[src/logic/la32_isa_pkg.sv]
`default_nettype none

package la32_isa_pkg;

    ////////////////////////////////////////////////////////////
    // architectural sizes
    ////////////////////////////////////////////////////////////

    localparam int xlen       = 32;
    localparam int reg_addr_w = 5;
    localparam int reg_count  = 32;

    localparam logic [xlen-1:0]       reset_pc = 32'h1c00_0000;

    // bl always links through r1
    localparam logic [reg_addr_w-1:0] link_reg = 5'd1;

    ////////////////////////////////////////////////////////////
    // instruction and alu encodings
    ////////////////////////////////////////////////////////////

    typedef enum logic [4:0] {
        op_add_w,
        op_sub_w,
        op_slt,
        op_sltu,
        op_nor,
        op_and,
        op_or,
        op_xor,
        op_slli_w,
        op_srli_w,
        op_srai_w,
        op_addi_w,
        op_lu12i_w,
        op_ld_w,
        op_st_w,
        op_jirl,
        op_b,
        op_bl,
        op_beq,
        op_bne,
        op_invalid
    } opcode_t;

    typedef enum logic [3:0] {
        alu_add,
        alu_sub,
        alu_slt,
        alu_sltu,
        alu_and,
        alu_nor,
        alu_or,
        alu_xor,
        alu_sll,
        alu_srl,
        alu_sra,
        alu_lui
    } alu_op_t;

endpackage

`default_nettype wire

[src/logic/core_pkg.sv]
`default_nettype none

package core_pkg;

    import la32_isa_pkg::*;

    typedef enum logic [2:0] {
        st_fetch,
        st_decode,
        st_execute,
        st_memory,
        st_writeback
    } core_state_t;

    // everything execute, memory and writeback need from one instruction
    typedef struct packed {
        opcode_t                op;
        alu_op_t                alu_op;
        logic                   src1_is_pc;
        logic                   src2_is_imm;
        logic                   is_load;
        logic                   is_store;
        logic                   is_branch;
        logic                   is_jump;
        logic                   reg_write;
        logic [reg_addr_w-1:0]  dest;
        logic [xlen-1:0]        imm;
        logic [xlen-1:0]        br_offs;
        logic                   src2_is_rd;
    } decode_ctrl_t;

    typedef struct packed {
        logic [xlen-1:0] alu_result;
        logic            taken;
        logic [xlen-1:0] target;
    } exec_result_t;

endpackage

`default_nettype wire

[src/logic/instr_decode.sv]
`timescale 1ns/1ps
`default_nettype none

module instr_decode import la32_isa_pkg::*, core_pkg::*; (
    input  logic [xlen-1:0]       inst,
    output decode_ctrl_t          ctrl,
    output logic [reg_addr_w-1:0] rj,
    output logic [reg_addr_w-1:0] rkd
);

    opcode_t               op;
    logic [reg_addr_w-1:0] rd;
    logic [reg_addr_w-1:0] rk;
    logic [xlen-1:0]       ui5;
    logic [xlen-1:0]       si12;
    logic [xlen-1:0]       si20;
    logic [xlen-1:0]       si16;
    logic [xlen-1:0]       si26;

    assign rd = inst[4:0];
    assign rj = inst[9:5];
    assign rk = inst[14:10];

    assign ui5  = {27'b0, inst[14:10]};
    assign si12 = {{20{inst[21]}}, inst[21:10]};
    assign si20 = {inst[24:5], 12'b0};
    assign si16 = {{14{inst[25]}}, inst[25:10], 2'b0};
    assign si26 = {{4{inst[9]}}, inst[9:0], inst[25:10], 2'b0};

    ////////////////////////////////////////////////////////////
    // opcode match
    ////////////////////////////////////////////////////////////

    always_comb begin
        op = op_invalid;
        case (inst[31:26])
            6'h00: begin
                if (inst[25:22] == 4'h0 && inst[21:20] == 2'h1) begin
                    case (inst[19:15])
                        5'h00:   op = op_add_w;
                        5'h02:   op = op_sub_w;
                        5'h04:   op = op_slt;
                        5'h05:   op = op_sltu;
                        5'h08:   op = op_nor;
                        5'h09:   op = op_and;
                        5'h0a:   op = op_or;
                        5'h0b:   op = op_xor;
                        default: op = op_invalid;
                    endcase
                end else if (inst[25:22] == 4'h1 && inst[21:20] == 2'h0) begin
                    case (inst[19:15])
                        5'h01:   op = op_slli_w;
                        5'h09:   op = op_srli_w;
                        5'h11:   op = op_srai_w;
                        default: op = op_invalid;
                    endcase
                end else if (inst[25:22] == 4'ha) begin
                    op = op_addi_w;
                end
            end
            6'h05: if (!inst[25]) op = op_lu12i_w;
            6'h0a: begin
                if (inst[25:22] == 4'h2) begin
                    op = op_ld_w;
                end else if (inst[25:22] == 4'h6) begin
                    op = op_st_w;
                end
            end
            6'h13:   op = op_jirl;
            6'h14:   op = op_b;
            6'h15:   op = op_bl;
            6'h16:   op = op_beq;
            6'h17:   op = op_bne;
            default: op = op_invalid;
        endcase
    end

    ////////////////////////////////////////////////////////////
    // control fields
    ////////////////////////////////////////////////////////////

    always_comb begin
        ctrl         = '0;
        ctrl.op      = op;
        ctrl.alu_op  = alu_add;
        ctrl.dest    = rd;
        ctrl.imm     = si12;
        ctrl.br_offs = si16;
        case (op)
            op_add_w:   ctrl.reg_write = 1'b1;
            op_sub_w:   begin ctrl.alu_op = alu_sub;  ctrl.reg_write = 1'b1; end
            op_slt:     begin ctrl.alu_op = alu_slt;  ctrl.reg_write = 1'b1; end
            op_sltu:    begin ctrl.alu_op = alu_sltu; ctrl.reg_write = 1'b1; end
            op_nor:     begin ctrl.alu_op = alu_nor;  ctrl.reg_write = 1'b1; end
            op_and:     begin ctrl.alu_op = alu_and;  ctrl.reg_write = 1'b1; end
            op_or:      begin ctrl.alu_op = alu_or;   ctrl.reg_write = 1'b1; end
            op_xor:     begin ctrl.alu_op = alu_xor;  ctrl.reg_write = 1'b1; end
            op_slli_w, op_srli_w, op_srai_w: begin
                ctrl.alu_op      = (op == op_slli_w) ? alu_sll :
                                   (op == op_srli_w) ? alu_srl : alu_sra;
                ctrl.src2_is_imm = 1'b1;
                ctrl.imm         = ui5;
                ctrl.reg_write   = 1'b1;
            end
            op_addi_w: begin
                ctrl.src2_is_imm = 1'b1;
                ctrl.reg_write   = 1'b1;
            end
            op_lu12i_w: begin
                ctrl.alu_op      = alu_lui;
                ctrl.src2_is_imm = 1'b1;
                ctrl.imm         = si20;
                ctrl.reg_write   = 1'b1;
            end
            op_ld_w: begin
                ctrl.src2_is_imm = 1'b1;
                ctrl.is_load     = 1'b1;
                ctrl.reg_write   = 1'b1;
            end
            op_st_w: begin
                ctrl.src2_is_imm = 1'b1;
                ctrl.is_store    = 1'b1;
                ctrl.src2_is_rd  = 1'b1;
            end
            op_jirl, op_bl: begin
                // the alu forms the link value pc + 4
                ctrl.src1_is_pc  = 1'b1;
                ctrl.src2_is_imm = 1'b1;
                ctrl.imm         = 32'd4;
                ctrl.is_jump     = 1'b1;
                ctrl.reg_write   = 1'b1;
                if (op == op_bl) begin
                    ctrl.dest    = link_reg;
                    ctrl.br_offs = si26;
                end
            end
            op_b: begin
                ctrl.is_branch = 1'b1;
                ctrl.br_offs   = si26;
            end
            op_beq, op_bne: begin
                ctrl.is_branch  = 1'b1;
                ctrl.src2_is_rd = 1'b1;
            end
            default: ctrl.reg_write = 1'b0;
        endcase
    end

    assign rkd = ctrl.src2_is_rd ? rd : rk;

endmodule

`default_nettype wire

[src/logic/register_file.sv]
`timescale 1ns/1ps
`default_nettype none

module register_file import la32_isa_pkg::*; (
    input  logic                  clk,
    input  logic [reg_addr_w-1:0] raddr1,
    input  logic [reg_addr_w-1:0] raddr2,
    output logic [xlen-1:0]       rdata1,
    output logic [xlen-1:0]       rdata2,
    input  logic                  we,
    input  logic [reg_addr_w-1:0] waddr,
    input  logic [xlen-1:0]       wdata
);

    logic [xlen-1:0] regs [reg_count];

    always_ff @(posedge clk) begin
        if (we) begin
            regs[waddr] <= wdata;
        end
    end

    // r0 may be written but always reads as zero
    assign rdata1 = (raddr1 == '0) ? '0 : regs[raddr1];
    assign rdata2 = (raddr2 == '0) ? '0 : regs[raddr2];

endmodule

`default_nettype wire

[src/logic/execute_unit.sv]
`timescale 1ns/1ps
`default_nettype none

module execute_unit import la32_isa_pkg::*, core_pkg::*; (
    input  decode_ctrl_t    ctrl,
    input  logic [xlen-1:0] pc,
    input  logic [xlen-1:0] rj_value,
    input  logic [xlen-1:0] rkd_value,
    output exec_result_t    result
);

    logic [xlen-1:0] src1;
    logic [xlen-1:0] src2;
    logic [4:0]      shamt;
    logic            cond;

    assign src1  = ctrl.src1_is_pc ? pc : rj_value;
    assign src2  = ctrl.src2_is_imm ? ctrl.imm : rkd_value;
    assign shamt = src2[4:0];

    ////////////////////////////////////////////////////////////
    // alu
    ////////////////////////////////////////////////////////////

    always_comb begin
        case (ctrl.alu_op)
            alu_add:  result.alu_result = src1 + src2;
            alu_sub:  result.alu_result = src1 - src2;
            alu_slt:  result.alu_result = {31'b0, $signed(src1) < $signed(src2)};
            alu_sltu: result.alu_result = {31'b0, src1 < src2};
            alu_and:  result.alu_result = src1 & src2;
            alu_nor:  result.alu_result = ~(src1 | src2);
            alu_or:   result.alu_result = src1 | src2;
            alu_xor:  result.alu_result = src1 ^ src2;
            alu_sll:  result.alu_result = src1 << shamt;
            alu_srl:  result.alu_result = src1 >> shamt;
            alu_sra:  result.alu_result = $unsigned($signed(src1) >>> shamt);
            alu_lui:  result.alu_result = src2;
            default:  result.alu_result = '0;
        endcase
    end

    ////////////////////////////////////////////////////////////
    // branch decision and target
    ////////////////////////////////////////////////////////////

    // b is unconditional, beq and bne compare rj with rd
    always_comb begin
        case (ctrl.op)
            op_beq:  cond = (rj_value == rkd_value);
            op_bne:  cond = (rj_value != rkd_value);
            op_b:    cond = 1'b1;
            default: cond = 1'b0;
        endcase
    end

    assign result.taken  = ctrl.is_jump || (ctrl.is_branch && cond);

    // jirl is the only register-relative target
    assign result.target = (ctrl.op == op_jirl) ? rj_value + ctrl.br_offs
                                                : pc + ctrl.br_offs;

endmodule

`default_nettype wire

[src/logic/result_stage.sv]
`timescale 1ns/1ps
`default_nettype none

module result_stage import la32_isa_pkg::*, core_pkg::*; (
    input  decode_ctrl_t          ctrl,
    input  exec_result_t          result,
    input  logic [xlen-1:0]       load_data,
    input  logic                  writeback,
    output logic                  rf_we,
    output logic [reg_addr_w-1:0] rf_waddr,
    output logic [xlen-1:0]       rf_wdata
);

    // load data arrives straight from the data sram in the writeback cycle
    assign rf_wdata = ctrl.is_load ? load_data : result.alu_result;

    assign rf_waddr = ctrl.dest;

    assign rf_we    = writeback && ctrl.reg_write;

endmodule

`default_nettype wire

[src/logic/multicycle_core.sv]
`timescale 1ns/1ps
`default_nettype none

module multicycle_core import la32_isa_pkg::*, core_pkg::*; (
    input  logic                  clk,
    input  logic                  reset,
    // instruction sram
    output logic [xlen-1:0]       inst_sram_addr,
    input  logic [xlen-1:0]       inst_sram_rdata,
    // data sram
    output logic                  data_sram_we,
    output logic [xlen-1:0]       data_sram_addr,
    output logic [xlen-1:0]       data_sram_wdata,
    input  logic [xlen-1:0]       data_sram_rdata,
    // writeback trace
    output logic [xlen-1:0]       debug_wb_pc,
    output logic [3:0]            debug_wb_rf_we,
    output logic [reg_addr_w-1:0] debug_wb_rf_wnum,
    output logic [xlen-1:0]       debug_wb_rf_wdata
);

    core_state_t           state;
    core_state_t           state_next;
    logic [xlen-1:0]       pc;
    logic [xlen-1:0]       pc_seq;
    logic [xlen-1:0]       pc_next;

    decode_ctrl_t          dec_ctrl;
    logic [reg_addr_w-1:0] dec_rj;
    logic [reg_addr_w-1:0] dec_rkd;
    logic [xlen-1:0]       rf_rdata1;
    logic [xlen-1:0]       rf_rdata2;

    decode_ctrl_t          ctrl_q;
    logic [xlen-1:0]       rj_q;
    logic [xlen-1:0]       rkd_q;
    exec_result_t          exec_res;
    exec_result_t          res_q;

    logic                  rf_we;
    logic [reg_addr_w-1:0] rf_waddr;
    logic [xlen-1:0]       rf_wdata;

    ////////////////////////////////////////////////////////////
    // state machine and pc
    ////////////////////////////////////////////////////////////

    always_comb begin
        case (state)
            st_fetch:     state_next = st_decode;
            st_decode:    state_next = (dec_ctrl.op == op_invalid) ? st_fetch : st_execute;
            st_execute: begin
                if (ctrl_q.is_branch) begin
                    state_next = st_fetch;
                end else if (ctrl_q.is_load || ctrl_q.is_store) begin
                    state_next = st_memory;
                end else begin
                    state_next = st_writeback;
                end
            end
            st_memory:    state_next = ctrl_q.is_load ? st_writeback : st_fetch;
            st_writeback: state_next = st_fetch;
            default:      state_next = st_fetch;
        endcase
    end

    // the pc moves only in the last state of each instruction
    assign pc_seq = pc + 32'd4;

    always_comb begin
        pc_next = pc;
        case (state)
            st_decode: begin
                if (dec_ctrl.op == op_invalid) pc_next = pc_seq;
            end
            st_execute: begin
                if (ctrl_q.is_branch) pc_next = exec_res.taken ? exec_res.target : pc_seq;
            end
            st_memory: begin
                if (!ctrl_q.is_load) pc_next = pc_seq;
            end
            st_writeback: pc_next = res_q.taken ? res_q.target : pc_seq;
            default:      pc_next = pc;
        endcase
    end

    always_ff @(posedge clk) begin
        if (reset) begin
            state  <= st_fetch;
            pc     <= reset_pc;
            ctrl_q <= '0;
        end else begin
            state <= state_next;
            pc    <= pc_next;
            if (state == st_decode) begin
                ctrl_q <= dec_ctrl;
            end
        end
    end

    always_ff @(posedge clk) begin
        if (state == st_decode) begin
            rj_q  <= rf_rdata1;
            rkd_q <= rf_rdata2;
        end
        if (state == st_execute) begin
            res_q <= exec_res;
        end
    end

    ////////////////////////////////////////////////////////////
    // datapath
    ////////////////////////////////////////////////////////////

    instr_decode u_instr_decode (
        .inst (inst_sram_rdata),
        .ctrl (dec_ctrl),
        .rj   (dec_rj),
        .rkd  (dec_rkd)
    );

    register_file u_register_file (
        .clk    (clk),
        .raddr1 (dec_rj),
        .raddr2 (dec_rkd),
        .rdata1 (rf_rdata1),
        .rdata2 (rf_rdata2),
        .we     (rf_we),
        .waddr  (rf_waddr),
        .wdata  (rf_wdata)
    );

    execute_unit u_execute_unit (
        .ctrl      (ctrl_q),
        .pc        (pc),
        .rj_value  (rj_q),
        .rkd_value (rkd_q),
        .result    (exec_res)
    );

    result_stage u_result_stage (
        .ctrl      (ctrl_q),
        .result    (res_q),
        .load_data (data_sram_rdata),
        .writeback (state == st_writeback),
        .rf_we     (rf_we),
        .rf_waddr  (rf_waddr),
        .rf_wdata  (rf_wdata)
    );

    ////////////////////////////////////////////////////////////
    // sram ports and trace
    ////////////////////////////////////////////////////////////

    assign inst_sram_addr    = pc;

    assign data_sram_we      = (state == st_memory) && ctrl_q.is_store;
    assign data_sram_addr    = res_q.alu_result;
    assign data_sram_wdata   = rkd_q;

    // pc still holds the retiring instruction during writeback
    assign debug_wb_pc       = pc;
    assign debug_wb_rf_we    = {4{rf_we}};
    assign debug_wb_rf_wnum  = rf_waddr;
    assign debug_wb_rf_wdata = rf_wdata;

endmodule

`default_nettype wire

[config.mk]
export PLATFORM = sky130hd
export DESIGN_NAME = multicycle_core
export DESIGN_NICKNAME = d
export VERILOG_FILES = /design/src/logic/la32_isa_pkg.sv /design/src/logic/core_pkg.sv /design/src/logic/instr_decode.sv /design/src/logic/register_file.sv /design/src/logic/execute_unit.sv /design/src/logic/result_stage.sv /design/src/logic/multicycle_core.sv
export SDC_FILE = /design/constraint.sdc
export NUM_CORES = 2
export LEC_CHECK = 0
export BUFFER_PORTS_ARGS = -buffer_cell sky130_fd_sc_hd__buf_4
export CAP_MARGIN = 20
export CORE_MARGIN = 3
export CORE_UTILIZATION = 40
export DETAILED_ROUTE_END_ITERATION = 10
export PLACE_DENSITY_LB_ADDON = 0.25
export SYNTH_ARGS = -nofsm -noshare
export SYNTH_HDL_FRONTEND = slang
export SYNTH_SLANG_ARGS = --single-unit
[constraint.sdc]
create_clock -name clk -period 5.5 [get_ports clk]
set_clock_uncertainty 0.15 [all_clocks]
set_input_delay 0.275 -clock clk [delete_from_list [all_inputs] [get_ports clk]]
set_output_delay 0.275 -clock clk [all_outputs]
set_load 0.02 [all_outputs]
**Word-level counts from Yosys, hierarchy flattened**

Memories as Yosys holds them, arrays and structs flattened. A register that Yosys moved wholly into a read port is not among the register bits.
Cells that the tools add are included.

- Register bits: 184
- Latch bits: 0
- Bits in writable memories: 1024
- Memory bits (read-only): 64
- Input bits: 66
- Output and inout bits: 170
- Logic and storage cells: 158
- Memories kept: 2

- Add/sub/neg operators: 5
- Multiply operators: 0
- Divide/modulo/power cells: 0
- Magnitude comparators: 2
- Equality and inequality tests: 59
- Shifts and indexed selects: 3
- Mux-type cells: 44
- Bitwise operators: 4
- Reductions and logical operators: 23

Memory list:

| memory | words | bits a word | read ports | clocked after Yosys merged registers in | wr ports | RTL line | source |
|---|---|---|---|---|---|---|---|
| u_register_file.regs | 32 | 32 | 2 | 2 | 1 | register_file.sv:15 | `logic [xlen-1:0] regs [reg_count];` |
| (no name shown) | 16 | 4 | 1 | 0 | 0 | instr_decode.sv:39 | `case (inst[19:15])` |

Operator list:

| kind | number |
|---|---|
| $pmux 32 s12 | 1 |
| $mux 32 | 10 |
| $pmux 32 s4 | 1 |
| $add 32x32->32 | 3 |
| $pmux 32 s3 | 1 |
| $lt 32x32->1 | 2 |
| $pmux 32 s2 | 1 |
| $eq 5x4->1 const B | 10 |
| $mux 5 | 10 |
| $eq 5x5->1 const B | 9 |
| $pmux 5 s8 | 1 |
| $pmux 4 s9 | 1 |
| $add 32x3->32 const B | 1 |
| $and 32x32->32 | 1 |
| $eq 32x32->1 | 1 |
| $ne 32x32->1 | 1 |
| $not 32->32 | 1 |
| $or 32x32->32 | 1 |
| $shl 32x5->32 | 1 |
| $shr 32x5->32 | 1 |
| $sshr 32x5->32 | 1 |
| $sub 32x32->32 | 1 |
| $xor 32x32->32 | 1 |
| $eq 6x5->1 const B | 5 |
| 34 further kinds | 74 |

**Depth between registers and ports, before layout**

- Depth in word-level cells: 10
- Depth in mapped cells: 19
- Mapped depth without buffers: 15

**Modules after synthesis**

Synthesis repeated with hierarchy kept, for this count alone.

- Cells, all modules: 5310
- Area, all modules: 70679.0 µm²

By module, submodules not included:

| module | instances | cells an instance | area each (µm²) | sequential area each (µm²) |
|---|---|---|---|---|
| register_file | 1 | 2400 | 46960.0 | 30749.5 |
| execute_unit | 1 | 1822 | 12191.7 | 0.0 |
| multicycle_core | 1 | 874 | 9714.3 | 6296.0 |
| instr_decode | 1 | 172 | 1224.9 | 0.0 |
| result_stage | 1 | 42 | 588.1 | 0.0 |

**Least setup slack after synthesis**

OpenSTA, ideal clock, no wires.

- Kind: register to register
- Start: register ctrl_q[75] in the netlist's numbering
- End: register res_q, in the netlist data_sram_addr[27], data pin
- Library setup time: 0.265 ns
- Arrival: 4.027 ns
- Required time: 5.085 ns
- Slack: 1.058 ns
- Cell stages (with the launch flop): 16
- Path buffers: 3
- Clock period less this slack: 4.442 ns
- Cells stage by stage: dfxtp_1 -> buf_2 -> buf_1 -> buf_1 -> mux2_2 -> inv_1 -> ha_1 -> or3_1 -> or3_1 -> a21o_1 -> a211o_1 -> a21oi_1 -> nand3_1 -> a41o_1 -> a2111oi_0 -> nand2_1

RTL lines:

| what | RTL line | source |
|---|---|---|
| start, declared | multicycle_core.sv:34 | `decode_ctrl_t ctrl_q;` |
| start signal, assigned | multicycle_core.sv:96 | `ctrl_q <= dec_ctrl;` |
| end signal, assigned | multicycle_core.sv:107 | `res_q <= exec_res;` |
| end, declared | multicycle_core.sv:38 | `exec_result_t res_q;` |

==> flow_metrics.tcl <==
set metrics [dict create \
    status "complete, no violations" \
    gp_congestion 0.981 \
    yosysWarnings 0 \
    rsz0062_at_grt "false" \
    synth.avg_cell_area_um2 13.9 \
    synth-main-ff-cell "edfxtp_1" \
    power.share.sequential_pct 43.6 \
    max_slew_margin_pct 24.9 \
    grtUsageMet3_pct 6.72 \
    p_leak_nw 26.5 \
    grt.total_usage_pct 29.7 \
    final_nets 5364 \
    drive_above_1_share_pct 26.5 \
    start_util_pct 40.5 \
    synth-edff-count 1153 \
    via_count 49700 \
    routed_wl_um 270000 \
    critPathRequiredTime_ns 5.95 \
    firstDrtPassIters 7 \
    area_delta_synth_final_pct 14.5 \
    switching_share_pct 29.5 \
    intPower_mw 17.4 \
    path_max_fanout 31 \
    grt_max_degree 85 \
    dp_hpwl_um 183000 \
    clock_latency_ns 0.80 \
    wl_per_cell_um 35.6 \
    cts.sinks 1266 \
    path_clk_slew_ns 0.06 \
    port_buffers 235 \
    worst_setup_path_end_kind "register" \
    rows 151 \
    drv_cap 0 \
    ys_seq_area_share_pct 53.5 \
    num_io_pins 236 \
    cp-start-kind "register" \
    n_fill_cell 14900 \
    use_met2_pct 45.5 \
    cts_buffer_depth 3 \
    yosysUniqueCellTypes 95 \
    syn_area_mm2 0.0689 \
    period_share_pct 95.0 \
    cts_tree "yes" \
    ys_seq_elements 1266 \
    drt_iter0_drc 7118 \
    fin_crit_ns 5.22 \
    core_area_mm2 0.170 \
    p_total_mw 24.7 \
    setup_tns_ns 0 \
    worstPathArrival_ns 5.68 \
    worst_pin_slew_ns 1.12 \
    slew_viol_final 0 \
    async_reset_ff_share_pct 0 \
    crit_type "register to register" \
    synth_cells 4969 \
    grt_pass1_wl_um 374000 \
    cts_max_level 4 \
    fmax_mhz 191 \
    ant_nets 0 \
    grt_pass1_vias 47500 \
    switchingPower_mw 7.27 \
    root_buffer "clkbuf_16" \
    hp-class "primary input to register" \
    grtUsageMet1_pct 39.6 \
    combPwrFrac_pct 18.4 \
    synthesis.nets 5165 \
    globalRouteOverflowTotal 0 \
    ir_drop_mv 0.342 \
    powerDensity_mw_per_mm2 313 \
    numCtsBuffers 140 \
    dieArea_mm2 0.177 \
    fp.dieW_um 421 \
    setup_viol 0 \
    die_y_um 421 \
    finalHoldViolations 0 \
    busiest_layer "met2" \
    clockPowerShare_pct 38.0 \
    drc 0 \
    detail_route.vias_per_cell 6.55 \
    antenna_found_initial 12 \
]
-- cell usage after synthesis, drive strengths merged (15+ instances only) --
cell / count / area share, %
or3: 18 / 0.16
nor3: 65 / 0.47
a21oi: 290 / 2.1
o211ai: 24 / 0.27
a311oi: 18 / 0.23
nand4: 30 / 0.27
mux2: 102 / 1.7
nor2: 361 / 2.0
nand3: 94 / 0.68
a22oi: 40 / 0.44
mux4: 542 / 18
a211oi: 94 / 1.0
o221ai: 22 / 0.28
xor2: 17 / 0.22
a31oi: 55 / 0.51
edfxtp: 1153 / 50
a21o: 27 / 0.29
clkbuf: 195 / 1.1
mux2i: 216 / 3.2
a221o: 19 / 0.28
inv: 116 / 0.63
ha: 127 / 2.3
and2: 15 / 0.14
dfxtp: 113 / 3.3
nand2b: 17 / 0.15
a221oi: 40 / 0.51
o22ai: 46 / 0.42
o21ai: 190 / 1.4
buf: 234 / 2.1
nand2: 351 / 1.9
xnor2: 83 / 1.1
a22o: 44 / 0.56
-- final timing paths --
check | start | end | slack (ns) | depth (start not counted)
setup / recovery | ctrl_q[75] | data_sram_addr[28] | 0.28 | 14
hold / removal | data_sram_rdata[13] | u_register_file.regs[4][13] | 0.05 | 3
setup reg to reg | ctrl_q[75] | data_sram_addr[28] | 0.28 | 14
hold reg to reg | ctrl_q[8] | ctrl_q[8] | 0.31 | 2
-- placed cells by master, fill, tap and decap left out, types with 22 or more instances in the layout --
| cell type | instances |
|---|---|
| buf_4 | 406 |
| edfxtp_1 | 1153 |
| a221oi_1 | 40 |
| clkinv_2 | 26 |
| buf_12 | 40 |
| nand4_1 | 30 |
| mux2_2 | 101 |
| a31oi_1 | 54 |
| a22oi_1 | 40 |
| mux2i_1 | 207 |
| a211oi_1 | 94 |
| clkinv_1 | 26 |
| xnor2_1 | 83 |
| inv_1 | 111 |
| a21o_1 | 27 |
| o221ai_1 | 22 |
| nand3_1 | 94 |
| dfxtp_1 | 108 |
| dlygate4sd3_1 | 35 |
| nor2_4 | 38 |
| mux4_2 | 542 |
| o22ai_1 | 43 |
| clkbuf_16 | 140 |
| a22o_1 | 44 |
| clkbuf_1 | 28 |
| o21ai_0 | 184 |
| nor2_1 | 322 |
| o211ai_1 | 23 |
| a21oi_1 | 289 |
| ha_1 | 127 |
| nand2_1 | 347 |
| nor3_1 | 63 |
-- power by group through the flow --
stage	clock [mW]	combinational, mW	sequential, mW
global route	9.87	4.76	10.8
detailed placement	0	4.37	11.0
floorplan	0	2.76	10.9
finish	9.37	4.54	10.8
CTS	9.48	4.43	10.8
global placement	0	4.41	11.0
-- sequential cells by signal, summed over array words and instances, names as in the netlist --
register	count
data_sram_addr	32
state	3
u_register_file.regs	1024
res_q	33
data_sram_wdata	32
debug_wb_pc	32
rj_q	32
ctrl_q	78
-- final cells by class --
| type | instances | area (um2) | share of cell area [%] |
|---|---|---|---|
| inverters | 119 | 452 | 0.572 |
| clock inverters | 86 | 943 | 1.20 |
| flip-flops and latches | 1266 | 36900 | 46.8 |
| repair buffers | 486 | 4260 | 5.40 |
| clock buffers | 169 | 3620 | 4.59 |
| multi-input cells | 3155 | 29800 | 37.8 |
| diodes | 6 | 15.0 | 0.0190 |
| well taps | 2295 | 2870 | 3.64 |
-- per-layer routing --
metal	share of wire (%)	vias to the layer above	wire, um
li1	-	20200	-
met1	38	25700	104000
met2	45	3264	122000
met3	10	563	27900
met4	5.9	4	15900
met5	0.077	-	207
-- worst max-delay path, stage by stage, from the launching register on --
cell and delay [ns]:
dfxtp_2 0.55, buf_12 0.29, mux2i_1 0.79, ha_1 0.36
nand3_1 0.15, or3_1 0.45, a311oi_2 0.46, o21ai_0 0.15
buf_4 0.17, o21ai_1 0.19, a41oi_1 0.22, or3_1 0.40
o311ai_0 0.11, mux2_2 0.39, o221ai_1 0.17
-- repair_timing --
item	in CTS	in global routing
resized for setup	0	1
setup buffers	0	0
hold endpoints to repair	100	0
hold buffers	35	0
endpoints found under the setup margin	0	1
-- metrics by stage --
| stage | hold WS (ns) | utilization [%] | area, um2 | setup slack (ns) | instances |
|---|---|---|---|---|---|
| final | 0.0522 | 46.4 | 78900 | 0.276 | 7582 |
| after global routing | 0.0425 | 46.3 | 78900 | 0.137 | 7577 |
| after CTS | 0.0345 | 46.3 | 78900 | 0.165 | 7576 |
| after detailed placement | 0.301 | 43.5 | 74000 | 0.205 | 7286 |
| after global placement | 0.293 | 43.4 | 73900 | 0.172 | 7283 |
| after floorplan | 0.261 | - | 68900 | 1.06 | 4969 |
-- kinds of logic after synthesis --
group                      synth area share (%)
adders and majority gates                  2.39
muxes                                      22.5
buffers and inverters                      3.79
DFF                                        53.5
xor gates and xnor gates                   1.27
and+or+nand+nor                            6.67
AOI/OAI and AO/OA                          9.81
(Power assumes the default switching activity.)
